`config.mk`:
```
export PLATFORM = sky130hd
export DESIGN_NAME = ppu
export DESIGN_NICKNAME = d
export VERILOG_FILES = /design/src/ppu_pkg.sv /design/src/posit_pkg.sv /design/src/ppu.sv /design/src/ppu_result_queue.sv /design/src/posit_encode.sv /design/src/core_op.sv /design/src/core_div.sv /design/src/core_add_sub.sv /design/src/posit_decode.sv
export SDC_FILE = /design/constraint.sdc
export NUM_CORES = 1
export LEC_CHECK = 0
export BUFFER_PORTS_ARGS = -buffer_cell sky130_fd_sc_hd__buf_2
export CORE_MARGIN = 5
export CORE_UTILIZATION = 35
export DETAILED_ROUTE_END_ITERATION = 16
export GPL_ROUTABILITY_DRIVEN = 0
export PLACE_DENSITY = 0.49
export SYNTH_ARGS = -nofsm -noshare
export SYNTH_HDL_FRONTEND = slang
export SYNTH_SLANG_ARGS = --single-unit
```
`constraint.sdc`:
```
create_clock -name clk -period 3 [get_ports clk]
set_clock_uncertainty 0.05 [all_clocks]
set_input_delay 0 -clock clk [delete_from_list [all_inputs] [get_ports clk]]
set_output_delay 0 -clock clk [all_outputs]
set_load 0.1 [all_outputs]
```
`src/ppu_pkg.sv`:
```
package ppu_pkg;

  typedef enum logic [1:0] {
    ADD = 2'd0,
    SUB = 2'd1,
    MUL = 2'd2,
    DIV = 2'd3
  } operation_e;

  // queue depth doubles as the requester's initial credit count
  localparam int QUEUE_DEPTH = 4;
  localparam int OUT_CREDITS = 2;

  localparam int PTR_BITS = $clog2(QUEUE_DEPTH);
  localparam int COUNT_BITS = $clog2(QUEUE_DEPTH + 1);
  localparam int CREDIT_BITS = $clog2(OUT_CREDITS + 1);

endpackage

```
`src/posit_pkg.sv`:
```
package posit_pkg;

  // posit<8,0>, no exponent field
  localparam int N = 8;
  localparam int TE_BITS = 4;
  localparam int MANT_SIZE = 6;

  localparam int MANT_ADD_RESULT_SIZE = 8;
  localparam int MANT_MUL_RESULT_SIZE = 12;
  localparam int MANT_DIV_RESULT_SIZE = 14;
  localparam int FRAC_FULL_SIZE = 14;

  // working widths inside add/sub and divide
  localparam int ADD_EXT_SIZE = 16;
  localparam int DIV_QUOT_RAW_SIZE = 16;

  localparam logic [N-1:0] NAR_BITS = 8'h80;
  localparam logic [N-1:0] ZERO_BITS = 8'h00;

  localparam int MAXPOS_TE = 6;

  typedef union packed {
    logic [N-1:0] bits;
    struct packed {
      logic sign;
      logic [N-2:0] body;
    } fields;
  } posit_word_u;

  // anything past maxpos or minpos saturates in the encoder anyway
  function automatic logic signed [TE_BITS-1:0] clamp_te(input logic signed [TE_BITS+1:0] te);
    if (te > MAXPOS_TE + 1) begin
      return TE_BITS'(MAXPOS_TE + 1);
    end else if (te < -(MAXPOS_TE + 1)) begin
      return TE_BITS'(-(MAXPOS_TE + 1));
    end
    return te[TE_BITS-1:0];
  endfunction

endpackage
```
`src/ppu.sv`:
```
module ppu (
  input  logic                       clk,
  input  logic                       rst_n_i,
  input  logic                       in_valid_i,
  input  ppu_pkg::operation_e        op_i,
  input  posit_pkg::posit_word_u     a_i,
  input  posit_pkg::posit_word_u     b_i,
  output logic                       in_credit_o,
  output logic                       out_valid_o,
  output posit_pkg::posit_word_u     result_o,
  input  logic                       out_credit_i
);

  logic a_zero, a_nar, a_sign;
  logic b_zero, b_nar, b_sign;
  logic signed [posit_pkg::TE_BITS-1:0] a_te, b_te, core_te;
  logic [posit_pkg::MANT_SIZE-1:0] a_mant, b_mant;
  logic [posit_pkg::FRAC_FULL_SIZE-1:0] core_frac;
  logic core_sign, core_trunc, core_zero;
  posit_pkg::posit_word_u enc_word;

  posit_decode i_dec_a (
    .word_i (a_i), .is_zero_o (a_zero), .is_nar_o (a_nar),
    .sign_o (a_sign), .te_o (a_te), .mant_o (a_mant)
  );

  posit_decode i_dec_b (
    .word_i (b_i), .is_zero_o (b_zero), .is_nar_o (b_nar),
    .sign_o (b_sign), .te_o (b_te), .mant_o (b_mant)
  );

  core_op i_core (
    .op_i (op_i), .sign1_i (a_sign), .sign2_i (b_sign),
    .te1_i (a_te), .te2_i (b_te), .mant1_i (a_mant), .mant2_i (b_mant),
    .sign_o (core_sign), .te_o (core_te), .frac_o (core_frac),
    .frac_truncated_o (core_trunc), .is_zero_o (core_zero)
  );

  posit_encode i_enc (
    .sign_i (core_sign), .te_i (core_te), .frac_i (core_frac),
    .frac_truncated_i (core_trunc), .core_zero_i (core_zero),
    .a_zero_i (a_zero), .b_zero_i (b_zero), .a_nar_i (a_nar), .b_nar_i (b_nar),
    .op_i (op_i), .word_o (enc_word)
  );

  // accepted request goes straight into the queue
  ppu_result_queue i_queue (
    .clk (clk), .rst_n_i (rst_n_i),
    .wr_i (in_valid_i), .wr_data_i (enc_word),
    .out_credit_i (out_credit_i), .out_valid_o (out_valid_o),
    .out_data_o (result_o), .in_credit_o (in_credit_o)
  );

endmodule

```
`src/ppu_result_queue.sv`:
```
module ppu_result_queue (
  input  logic                       clk,
  input  logic                       rst_n_i,
  input  logic                       wr_i,
  input  posit_pkg::posit_word_u     wr_data_i,
  input  logic                       out_credit_i,
  output logic                       out_valid_o,
  output posit_pkg::posit_word_u     out_data_o,
  output logic                       in_credit_o
);

  posit_pkg::posit_word_u mem [ppu_pkg::QUEUE_DEPTH];

  logic [ppu_pkg::PTR_BITS-1:0] wr_ptr;
  logic [ppu_pkg::PTR_BITS-1:0] rd_ptr;
  logic [ppu_pkg::COUNT_BITS-1:0] count;
  logic [ppu_pkg::CREDIT_BITS-1:0] credits;
  logic pop;

  // one pop per cycle while data and a downstream credit are both there
  assign pop = (count != '0) && (credits != '0);
  assign out_valid_o = pop;
  assign in_credit_o = pop;
  assign out_data_o = mem[rd_ptr];

  always_ff @(posedge clk) begin
    if (wr_i) begin
      mem[wr_ptr] <= wr_data_i;
    end
  end

  always_ff @(posedge clk or negedge rst_n_i) begin
    if (!rst_n_i) begin
      wr_ptr <= '0;
      rd_ptr <= '0;
      count <= '0;
    end else begin
      if (wr_i) begin
        wr_ptr <= wr_ptr + 1'b1;
      end
      if (pop) begin
        rd_ptr <= rd_ptr + 1'b1;
      end
      case ({wr_i, pop})
        2'b10: count <= count + 1'b1;
        2'b01: count <= count - 1'b1;
        default: count <= count;
      endcase
    end
  end

  // pop and credit return may land in the same cycle
  always_ff @(posedge clk or negedge rst_n_i) begin
    if (!rst_n_i) begin
      credits <= ppu_pkg::CREDIT_BITS'(ppu_pkg::OUT_CREDITS);
    end else begin
      credits <= credits - {{(ppu_pkg::CREDIT_BITS-1){1'b0}}, pop}
                         + {{(ppu_pkg::CREDIT_BITS-1){1'b0}}, out_credit_i};
    end
  end

endmodule

```
`src/posit_encode.sv`:
```
module posit_encode (
  input  logic                                   sign_i,
  input  logic signed [posit_pkg::TE_BITS-1:0]   te_i,
  input  logic [posit_pkg::FRAC_FULL_SIZE-1:0]   frac_i,
  input  logic                                   frac_truncated_i,
  input  logic                                   core_zero_i,
  input  logic                                   a_zero_i,
  input  logic                                   b_zero_i,
  input  logic                                   a_nar_i,
  input  logic                                   b_nar_i,
  input  ppu_pkg::operation_e                    op_i,
  output posit_pkg::posit_word_u                 word_o
);

  logic [8:0] regime;
  logic [3:0] reg_len;
  logic [3:0] ones;
  logic [23:0] stream;
  logic [posit_pkg::N-2:0] body;
  logic [posit_pkg::N-2:0] body_r;
  logic [posit_pkg::N-1:0] mag;
  logic guard;
  logic sticky;
  logic round_up;
  logic res_nar;
  logic res_zero;

  assign res_nar = a_nar_i || b_nar_i || (op_i == ppu_pkg::DIV && b_zero_i);
  assign res_zero = core_zero_i
                 || (op_i == ppu_pkg::MUL && (a_zero_i || b_zero_i))
                 || (op_i == ppu_pkg::DIV && a_zero_i);

  always_comb begin
    ones = '0;
    if (te_i >= 0) begin
      // k+1 ones then a zero
      ones = {1'b0, te_i[2:0]} + 4'd1;
      regime = ((9'd1 << ones) - 9'd1) << 1;
      reg_len = ones + 4'd1;
    end else begin
      regime = 9'd1;
      reg_len = 4'(-te_i) + 4'd1;
    end
    // regime to the top, fraction right behind it
    stream = {regime, frac_i, 1'b0} << (4'd9 - reg_len);
    body = stream[23 -: posit_pkg::N-1];
    guard = stream[16];
    sticky = (|stream[15:0]) | frac_truncated_i;
    round_up = guard & (sticky | body[0]);
    body_r = body + {6'b0, round_up};
    // saturate, never to zero or NaR
    if (te_i > posit_pkg::MAXPOS_TE) begin
      body_r = 7'h7f;
    end else if (te_i < -posit_pkg::MAXPOS_TE) begin
      body_r = 7'h01;
    end
    mag = {1'b0, body_r};
    if (res_nar) begin
      word_o.bits = posit_pkg::NAR_BITS;
    end else if (res_zero) begin
      word_o.bits = posit_pkg::ZERO_BITS;
    end else begin
      word_o.bits = sign_i ? -mag : mag;
    end
  end

endmodule

```
`src/core_op.sv`:
```
module core_op (
  input  ppu_pkg::operation_e                          op_i,
  input  logic                                         sign1_i,
  input  logic                                         sign2_i,
  input  logic signed [posit_pkg::TE_BITS-1:0]         te1_i,
  input  logic signed [posit_pkg::TE_BITS-1:0]         te2_i,
  input  logic [posit_pkg::MANT_SIZE-1:0]              mant1_i,
  input  logic [posit_pkg::MANT_SIZE-1:0]              mant2_i,
  output logic                                         sign_o,
  output logic signed [posit_pkg::TE_BITS-1:0]         te_o,
  output logic [posit_pkg::FRAC_FULL_SIZE-1:0]         frac_o,
  output logic                                         frac_truncated_o,
  output logic                                         is_zero_o
);

  logic [posit_pkg::MANT_ADD_RESULT_SIZE-1:0] mant_as;
  logic [posit_pkg::MANT_MUL_RESULT_SIZE-1:0] prod;
  logic [posit_pkg::MANT_DIV_RESULT_SIZE-1:0] mant_div;
  logic signed [posit_pkg::TE_BITS-1:0] te_as;
  logic signed [posit_pkg::TE_BITS-1:0] te_div;
  logic signed [posit_pkg::TE_BITS+1:0] te_add_w;
  logic signed [posit_pkg::TE_BITS+1:0] te_mul_w;
  logic trunc_as;
  logic trunc_div;
  logic sign2_eff;
  logic a_big;
  logic is_add_sub;

  assign is_add_sub = (op_i == ppu_pkg::ADD) || (op_i == ppu_pkg::SUB);
  assign sign2_eff = sign2_i ^ (op_i == ppu_pkg::SUB);
  assign a_big = (te1_i > te2_i) || (te1_i == te2_i && mant1_i >= mant2_i);

  core_add_sub i_add_sub (
    .te1_i            (te1_i),
    .te2_i            (te2_i),
    .mant1_i          (mant1_i),
    .mant2_i          (mant2_i),
    .opposite_sign_i  (sign1_i ^ sign2_eff),
    .mant_o           (mant_as),
    .te_o             (te_as),
    .frac_truncated_o (trunc_as)
  );

  core_div i_div (
    .te1_i            (te1_i),
    .te2_i            (te2_i),
    .mant1_i          (mant1_i),
    .mant2_i          (mant2_i),
    .mant_o           (mant_div),
    .te_o             (te_div),
    .frac_truncated_o (trunc_div)
  );

  // product in [1,4), one-bit normalisation below
  assign prod = mant1_i * mant2_i;
  assign te_add_w = te_as + (mant_as[7] ? 6'sd1 : 6'sd0);
  assign te_mul_w = te1_i + te2_i + (prod[11] ? 6'sd1 : 6'sd0);

  always_comb begin
    case (op_i)
      ppu_pkg::MUL: begin
        frac_o = prod[11] ? {prod[10:0], 3'b0} : {prod[9:0], 4'b0};
        te_o = posit_pkg::clamp_te(te_mul_w);
        frac_truncated_o = 1'b0;
      end
      ppu_pkg::DIV: begin
        frac_o = mant_div;
        te_o = te_div;
        frac_truncated_o = trunc_div;
      end
      default: begin
        // drop the integer bits of the add/sub result
        frac_o = mant_as[7] ? {mant_as[6:0], 7'b0} : {mant_as[5:0], 8'b0};
        te_o = posit_pkg::clamp_te(te_add_w);
        frac_truncated_o = trunc_as;
      end
    endcase
  end

  assign sign_o = is_add_sub ? (a_big ? sign1_i : sign2_eff) : (sign1_i ^ sign2_i);
  assign is_zero_o = is_add_sub && (mant_as == '0);

endmodule

```
`src/core_div.sv`:
```
module core_div (
  input  logic signed [posit_pkg::TE_BITS-1:0]          te1_i,
  input  logic signed [posit_pkg::TE_BITS-1:0]          te2_i,
  input  logic [posit_pkg::MANT_SIZE-1:0]               mant1_i,
  input  logic [posit_pkg::MANT_SIZE-1:0]               mant2_i,
  output logic [posit_pkg::MANT_DIV_RESULT_SIZE-1:0]    mant_o,
  output logic signed [posit_pkg::TE_BITS-1:0]          te_o,
  output logic                                          frac_truncated_o
);

  logic [posit_pkg::DIV_QUOT_RAW_SIZE-1:0] q;
  logic [posit_pkg::MANT_SIZE+1:0] rem;
  logic [posit_pkg::MANT_SIZE+1:0] divisor;
  logic signed [posit_pkg::TE_BITS+1:0] te_w;

  assign divisor = {2'b00, mant2_i};

  always_comb begin
    rem = {2'b00, mant1_i};
    q = '0;
    // restoring division, msb of q is the integer bit
    for (int i = posit_pkg::DIV_QUOT_RAW_SIZE - 1; i >= 0; i--) begin
      if (rem >= divisor) begin
        q[i] = 1'b1;
        rem = rem - divisor;
      end
      rem = rem << 1;
    end
    te_w = te1_i - te2_i;
    if (q[posit_pkg::DIV_QUOT_RAW_SIZE-1]) begin
      mant_o = q[14:1];
      frac_truncated_o = q[0] | (rem != '0);
    end else begin
      // quotient below one
      mant_o = q[13:0];
      frac_truncated_o = (rem != '0);
      te_w = te_w - 6'sd1;
    end
    te_o = posit_pkg::clamp_te(te_w);
  end

endmodule

```
`src/core_add_sub.sv`:
```
module core_add_sub (
  input  logic signed [posit_pkg::TE_BITS-1:0]          te1_i,
  input  logic signed [posit_pkg::TE_BITS-1:0]          te2_i,
  input  logic [posit_pkg::MANT_SIZE-1:0]               mant1_i,
  input  logic [posit_pkg::MANT_SIZE-1:0]               mant2_i,
  input  logic                                          opposite_sign_i,
  output logic [posit_pkg::MANT_ADD_RESULT_SIZE-1:0]    mant_o,
  output logic signed [posit_pkg::TE_BITS-1:0]          te_o,
  output logic                                          frac_truncated_o
);

  logic a_big;
  logic signed [posit_pkg::TE_BITS-1:0] te_big;
  logic [posit_pkg::TE_BITS-1:0] diff;
  logic [posit_pkg::MANT_SIZE-1:0] m_big;
  logic [posit_pkg::MANT_SIZE-1:0] m_small;
  logic [posit_pkg::ADD_EXT_SIZE-1:0] big_ext;
  logic [posit_pkg::ADD_EXT_SIZE-1:0] small_sh;
  logic [posit_pkg::ADD_EXT_SIZE-1:0] sum;
  logic [posit_pkg::ADD_EXT_SIZE-1:0] sum_n;
  logic [2*posit_pkg::ADD_EXT_SIZE-1:0] sh_full;
  logic [3:0] lead;
  logic [3:0] shift;
  logic stk;

  assign a_big = (te1_i > te2_i) || (te1_i == te2_i && mant1_i >= mant2_i);

  always_comb begin
    if (a_big) begin
      te_big = te1_i;
      diff = te1_i - te2_i;
      m_big = mant1_i;
      m_small = mant2_i;
    end else begin
      te_big = te2_i;
      diff = te2_i - te1_i;
      m_big = mant2_i;
      m_small = mant1_i;
    end
    // hidden one sits at bit ADD_EXT_SIZE-3
    big_ext = {2'b00, m_big, 8'b0};
    sh_full = {2'b00, m_small, 8'b0, 16'b0} >> diff;
    small_sh = sh_full[2*posit_pkg::ADD_EXT_SIZE-1 -: posit_pkg::ADD_EXT_SIZE];
    stk = |sh_full[posit_pkg::ADD_EXT_SIZE-1:0];
    // lost bits on subtract: take one more lsb off, keep sticky
    if (opposite_sign_i) begin
      sum = big_ext - small_sh - {15'b0, stk};
    end else begin
      sum = big_ext + small_sh;
    end
    lead = '0;
    for (int i = 0; i < posit_pkg::ADD_EXT_SIZE; i++) begin
      if (sum[i]) begin
        lead = 4'(i);
      end
    end
    // cancellation: bring the leading one back to the hidden position
    shift = (lead < 4'd13) ? 4'd13 - lead : 4'd0;
    sum_n = sum << shift;
    te_o = te_big - shift;
    mant_o = sum_n[14 -: posit_pkg::MANT_ADD_RESULT_SIZE];
    frac_truncated_o = stk | (|sum_n[6:0]);
  end

endmodule

```
`src/posit_decode.sv`:
```
module posit_decode (
  input  posit_pkg::posit_word_u                word_i,
  output logic                                  is_zero_o,
  output logic                                  is_nar_o,
  output logic                                  sign_o,
  output logic signed [posit_pkg::TE_BITS-1:0]  te_o,
  output logic [posit_pkg::MANT_SIZE-1:0]       mant_o
);

  logic [posit_pkg::N-1:0] mag;
  logic [posit_pkg::N-2:0] body;
  logic [posit_pkg::N-2:0] rest;
  logic [3:0] run;
  logic stop;

  assign is_zero_o = (word_i.bits == posit_pkg::ZERO_BITS);
  assign is_nar_o = (word_i.bits == posit_pkg::NAR_BITS);
  assign sign_o = word_i.fields.sign;

  always_comb begin
    mag = word_i.fields.sign ? -word_i.bits : word_i.bits;
    body = mag[posit_pkg::N-2:0];
    run = '0;
    stop = 1'b0;
    // length of the regime run
    for (int i = posit_pkg::N - 2; i >= 0; i--) begin
      if (!stop && body[i] == body[posit_pkg::N-2]) begin
        run = run + 4'd1;
      end else begin
        stop = 1'b1;
      end
    end
    // skip run and terminator, fraction is left-aligned
    rest = body << (run + 4'd1);
    if (body[posit_pkg::N-2]) begin
      te_o = $signed(run) - 4'sd1;
    end else begin
      te_o = -$signed(run);
    end
    // zero carries no hidden one so add/sub passes the other operand through
    mant_o = {~is_zero_o, rest[posit_pkg::N-2 -: posit_pkg::MANT_SIZE-1]};
  end

endmodule

```
==> results of run 1 <==
-- worst max-delay path, delay by kind of cell --
kind                       cells  cell delay [ps]
AOI/OAI and AO/OA             73            12190
muxes                          9             2490
adders and majority gates     18             4520
and+or+nand+nor               48             7710
xor gates and xnor gates       5              950
buffers and inverters         13             1480
-- worst paths after layout --
kind	to	cells past startpoint
min in group clk	i_queue.count[2]	1
setup reg to reg	i_queue.count[2]	7
hold / removal	i_queue.rd_ptr[0]	2
setup / recovery	i_queue.mem[0][3]	166
hold reg to reg	i_queue.count[2]	1
max in group asynchronous	i_queue.credits[1]	2
-- routing by layer --
layer	share of wire [%]	vias up
li1	-	10667
met1	46	10288
met2	49	495
met3	3.6	87
met4	1.5	0
met5	0	-
-- flip-flops by register name, summed over array words and instances (netlist names) --
signal           flops
i_queue.mem         32
i_queue.rd_ptr       2
i_queue.credits      2
i_queue.count        3
i_queue.wr_ptr       2
-- what timing repair did --
action | in CTS | in global routing
endpoints found under the setup margin | 32 | 32
hold buffers | 3 | 0
buffers inserted | 87 | 23
hold endpoints to repair | 12 | 0
resized for setup | 92 | 47
pin swaps | 100 | 71
-- cell families after synthesis --
group / count (synthesis) / synth area share [%]
muxes: 102 / 7.81
and+or+nand+nor: 809 / 23.8
adders and majority gates: 202 / 16.3
AOI/OAI and AO/OA: 787 / 32.7
buffers and inverters: 247 / 5.87
xor gates and xnor gates: 120 / 6.35
DFF: 41 / 7.12
-- cell type report --
type	count	share of cell area, %
flip-flops and latches	41	4.39
multi-input cells	2020	59.4
clock inverters	2	0.0508
repair buffers	1100	30.6
well taps	615	2.84
clock buffers	6	0.513
inverters	151	2.21
-- cell usage in the layout (no fill, tap or decap), drive strengths merged, types with 47 or more instances in the layout --
master,Yosys,routed
mux2i,47,47
inv,150,148
o211ai,51,51
nand2,179,179
buf,32,1097
nor3,75,75
ha,176,176
a21oi,162,162
nand3,71,71
o21ai,167,167
a21o,51,51
a211oi,48,48
nor2,250,250
xnor2,84,84
-- through the flow --
stage	std cells	TNS [ps]	instance area, sq um
after global placement	3815	-841250	25500
after CTS	3912	-821940	26700
after floorplan	2308	-847020	17800
after global routing	3935	-894280	27100
final	3935	-834970	27100
after detailed placement	3815	-866460	25500
==> flow_summary_export.csv, run 1 <==
group,metric,value,unit
logic_synthesis,ys_top_cells_by_count,"nor2_1, nand2_1, ha_1, a21oi_1, o21ai_0",
timing,timing.final.crit_share,977,%
place,dp_hpwl,53900,microns
detailed_routing,drcViolationCount,0,
die,die_h,228,microns
global_route,grt_pass1_wl,109000,microns
die,ioPinCount,32,
clock_tree,cts.sinks,41,
setup_path,worstPathMaxFanout,9,
logic_synthesis,synth_top_cell_by_area,"ha_1",
setup_path,worstSetupPathType,"input port to flop",
detailed_routing,drt-total-wl,66400,microns
global_route,use_met3,1.28,%
logic_synthesis,ys_top_cells_by_area,"ha_1, edfxtp_1, nor2_1, a21oi_1, o21ai_0",
timing,max_freq,34.1,MHz
timing,setup_viol,32,
global_route,overflow,0,
die,die_w,228,microns
logic_synthesis,synth.most_common_cell,"nor2_1",
global_route,first_global_vias,21586,
finish,drive_gt1_share,43.6,%
setup_path,crit_slowest_cell,"or4_4",
logic_synthesis,ys_types,118,
setup_path,r2r_start,"i_queue.credits[1]",
setup_path,arrival,29380,ps
clock_tree,htree_levels,2,
logic_synthesis,syn-num-nets,2532,
finish,multi_input_comb_area,16100,sq um
detailed_routing,ant_nets,0,
timing,finalHoldViolCount,0,
logic_synthesis,synth-edff-count,32,
min_path,hp-class,"input port to async pin",
finish,register_area,1190,sq um
place,dp_slack,-27260,ps
timing,grt_setup_unrepaired,"yes",
setup_path,cp.required,3060,ps
timing,fin_crit,29320,ps
clock_tree,cts_tree,"yes",
setup_path,r2r_slack,950,ps
clock_tree,clk_pin_slew_worst_paths,60,ps
logic_synthesis,seq_area_frac_synth,7.12,%
status,status,"finished with violations",
global_route,met2_usage,44.0,%
global_route,antenna_found_initial,0,
finish,n_antenna_cell,0,
flow_run,drv_cap,0,
setup_path,startpoint_type,"input port",
finish,syn2layout_area_growth,62.3,%
finish,nFillCells,4494,
clock_tree,cts_root_buf,"clkbuf_16",
logic_synthesis,netlist_instances,2308,
logic_synthesis,synth_seq_cells,41,
setup_path,cp_common_cell,"o21a_1",
die,rows,80,
timing,tightest_slew,997,ps
detailed_routing,num_vias,21537,
finish,num-nets-final,3543,
global_route,grt_max_degree,30,
timing,final-max-slew-violation-count,0,
die,initial_utilization,35.2,%
detailed_routing,drt-wirelength-per-cell,16.9,microns
detailed_routing,dr.pass1.iters,5,
logic_synthesis,dominantRegCellSynth,"edfxtp_1",
die,coreArea,47400,sq um
logic_synthesis,netlist_area,16700,sq um
place,io_buffers,31,
detailed_routing,viasPerCell,5.47,
clock_tree,clk_path_buf_depth,2,
logic_synthesis,yosysWarnings,0,
die,dieArea,52100,sq um
clock_tree,cts_buffers,5,
setup_path,cp-end-kind,"flop",
global_route,grt.busiest_layer,"met2",
logic_synthesis,syn_avg_cell_area,7.23,sq um
status,violations,"negative setup slack",
timing,holdWs,48.1,ps
clock_tree,insertion_delay,280,ps
detailed_routing,drt-initial-drc-count,1334,
timing,maxSlewHeadroom,32.7,%
global_route,met1_usage,32.8,%
global_route,grt_use_total,24.3,%
logic_synthesis,synthArstFlopShare,22.0,%
setup_path,max_stage_delay,540,ps
finish,post-route-util,57.1,%
setup_path,crit_start,"a_i[1]",
timing,worst_slack,-26320,ps
logic_synthesis,synth_top_area_share,13.2,%
Power of run 1 is not shown: default switching activity piles up to over one toggle a cycle in this logic, so the estimate is an artifact.
==> run 2, diff against run 1 <==
--- a/config.mk
+++ b/config.mk
@@ -6,6 +6,7 @@
 export NUM_CORES = 1
 export LEC_CHECK = 0
 export BUFFER_PORTS_ARGS = -buffer_cell sky130_fd_sc_hd__buf_2
+export CORE_ASPECT_RATIO = 1.75
 export CORE_MARGIN = 5
 export CORE_UTILIZATION = 35
 export DETAILED_ROUTE_END_ITERATION = 16
==> constraint.sdc (replaced) <==
create_clock -name clk -period 36.5 [get_ports clk]
set_clock_uncertainty 0.05 [all_clocks]
set_input_delay 5.475 -clock clk [delete_from_list [all_inputs] [get_ports clk]]
set_output_delay 5.475 -clock clk [all_outputs]
set_load 0.1 [all_outputs]
==> run 2 against run 1 <==
Effect of this change:
- the flow now finishes without violations
- sequential share of layout area increased by 1.2 points
- highest routed layer unchanged
- critical path type unchanged
- worst hold slack improved by 380 ps
- via count decreased by 12%
- count of clock-buffer cells in the layout decreased by 1
- non-clock buffer count decreased by 763
- die area increased by 0.33%
==> flow_summary_export.csv, run 2 (synthesis results as in run 1) <==
group,metric,value,unit
setup_path,r2r_cells,7,
clock_tree,cts_buffers,5,
detailed_routing,viasPerCell,6.00,
global_route,grt_use_total,22.6,%
die,initial_utilization,35.1,%
place,io_buffers,31,
global_route,overflow,0,
timing,tightest_slew,1020,ps
setup_path,r2r_start,"i_queue.credits[1]",
die,ioPinCount,32,
finish,n_antenna_cell,0,
place,dp_hpwl,50900,microns
global_route,first_global_vias,18643,
timing,final-max-slew-violation-count,0,
detailed_routing,num_vias,18899,
setup_path,crit_slowest_cell,"or4_1",
finish,syn2layout_area_growth,27.0,%
global_route,grt_max_degree,33,
clock_tree,htree_levels,2,
setup_path,r2r_slack,34510,ps
finish,final_cell_mix,"buf_4, nor2_1, nand2_1",
detailed_routing,drt-initial-drc-count,865,
global_route,antenna_found_initial,0,
detailed_routing,wl_met3,1350,microns
detailed_routing,drt-wirelength-per-cell,20.1,microns
finish,num-nets-final,2780,
place,detailed_place.area,19300,sq um
setup_path,cp_common_cell,"o21a_1",
detailed_routing,dr.pass1.iters,6,
setup_path,startpoint_type,"input port",
timing,fin_crit,35560,ps
detailed_routing,ant_nets,0,
timing,finalHoldViolCount,0,
clock_tree,cts.sinks,41,
finish,largest-register,"i_queue.mem",
timing,timing.final.crit_share,97.4,%
die,rows,106,
detailed_routing,drcViolationCount,0,
clock_tree,cts_tree,"yes",
setup_path,crit_buf_inv,16,
detailed_routing,top_layer_used,"met4",
finish,final_area,21200,sq um
finish,final_common_cell,"buf_4",
setup_path,critical_path_depth,168,
setup_path,max_stage_delay,560,ps
die,coreArea,47500,sq um
detailed_routing,met2_length,35200,microns
timing,grt_setup_unrepaired,"yes",
setup_path,worstSetupPathType,"input port to flop",
global_route,grt_pass1_wl,97600,microns
setup_path,critical_path.endpoint,"i_queue.mem[0][4]",
timing,max_freq,28.1,MHz
clock_tree,clk_pin_slew_worst_paths,60,ps
clock_tree,insertion_delay,280,ps
setup_path,critical-path-top-delay-family,"compound AO/OA/AOI/OAI gates",
flow_run,drv_cap,0,
setup_path,cp-end-kind,"flop",
setup_path,worstPathMaxFanout,6,
setup_path,arrival,35530,ps
die,die_h,299,microns
finish,post-route-util,44.6,%
finish,nFillCells,4781,
detailed_routing,drt-total-wl,63300,microns
die,dieArea,52300,sq um
setup_path,cp.required,36470,ps
clock_tree,cts_root_buf,"clkbuf_16",
finish,reg.largest.list,"i_queue.mem (32), i_queue.count (3)",
clock_tree,clk_path_buf_depth,2,
timing,maxSlewHeadroom,31.4,%
die,die_w,175,microns
setup_path,crit_start,"a_i[0]",
status,status,"complete, no violations",
setup_path,r2r-end,"i_queue.count[2]",
detailed_routing,wl_met1,23200,microns
finish,drive_gt1_share,26.6,%
min_path,hold_depth,1,
timing,setup_viol,0,
clock_tree,ctsHoldBuffers,0,
min_path,hp-class,"flop to flop",
finish,largest_register_ffs,32,
run 2: changes by cell type in the layout (fill, tap and decap cells not counted), sizes merged:
cell         previous run  this run
buf                  1097       337
dlygate4sd3             3         0
clkinv                  3         4
clkbuf                  6         5
bufinv                  1         0
inv                   148       149
run 2: per-layer routing:
metal | GRT usage (%) | vias up
met5 | 0 | -
met1 | 23.2 | 9111
met3 | 0.645 | 198
met2 | 46.5 | 457
met4 | 9.72 | 0
li1 | - | 9133
run 2: timing repair:
item                                   in CTS  in global routing
gates cloned                                0                  0
buffers inserted                           35                 62
setup endpoints to repair                  32                 32
endpoints found under the hold margin       0                  0
pin swaps                                  23                145
gates resized for setup                    41                187
run 2: layout make-up:
cell class	instances	area [sq um]	share of cell area (%)
Timing Repair Buffer	337	2520	11.9
Clock buffer	5	125	0.591
Clock inverter	3	12.5	0.0591
Inverter	151	576	2.72
Tap cell	594	743	3.51
Multi-Input combinational cell	2020	16000	75.6
Sequential cell	41	1190	5.60
run 2: worst min path at each step:
stage	from	end	slack [ps]
global placement	i_queue.count[2]	i_queue.count[2]	410
finish	i_queue.count[2]	i_queue.count[2]	430
CTS	i_queue.count[2]	i_queue.count[2]	430
global route	i_queue.count[2]	i_queue.count[2]	450
detailed placement	i_queue.count[2]	i_queue.count[2]	420
floorplan	i_queue.count[2]	i_queue.count[2]	390
run 2: worst register-to-register path: stages (launching register included):
cell and delay [ps]:
dfstp_2 530, o32a_1 280, ha_1 230, inv_1 60, fa_1 370, xor2_1 150, nor2_1 110, xor2_1 140
run 2: stage by stage:
step           hold slack, ps  instances  TNS [ps]  setup WS (ps)
3_3_place_gp              410       3046     -5510           -403
3_5_place_dp              417       3046    -24820          -1020
2_1_floorplan             393       2308         0          0.401
4_1_cts                   427       3089         0           2.69
6_report                  425       3151         0            938
5_1_grt                   445       3151    -13980           -668
Power of run 2 is left out for the same reason.
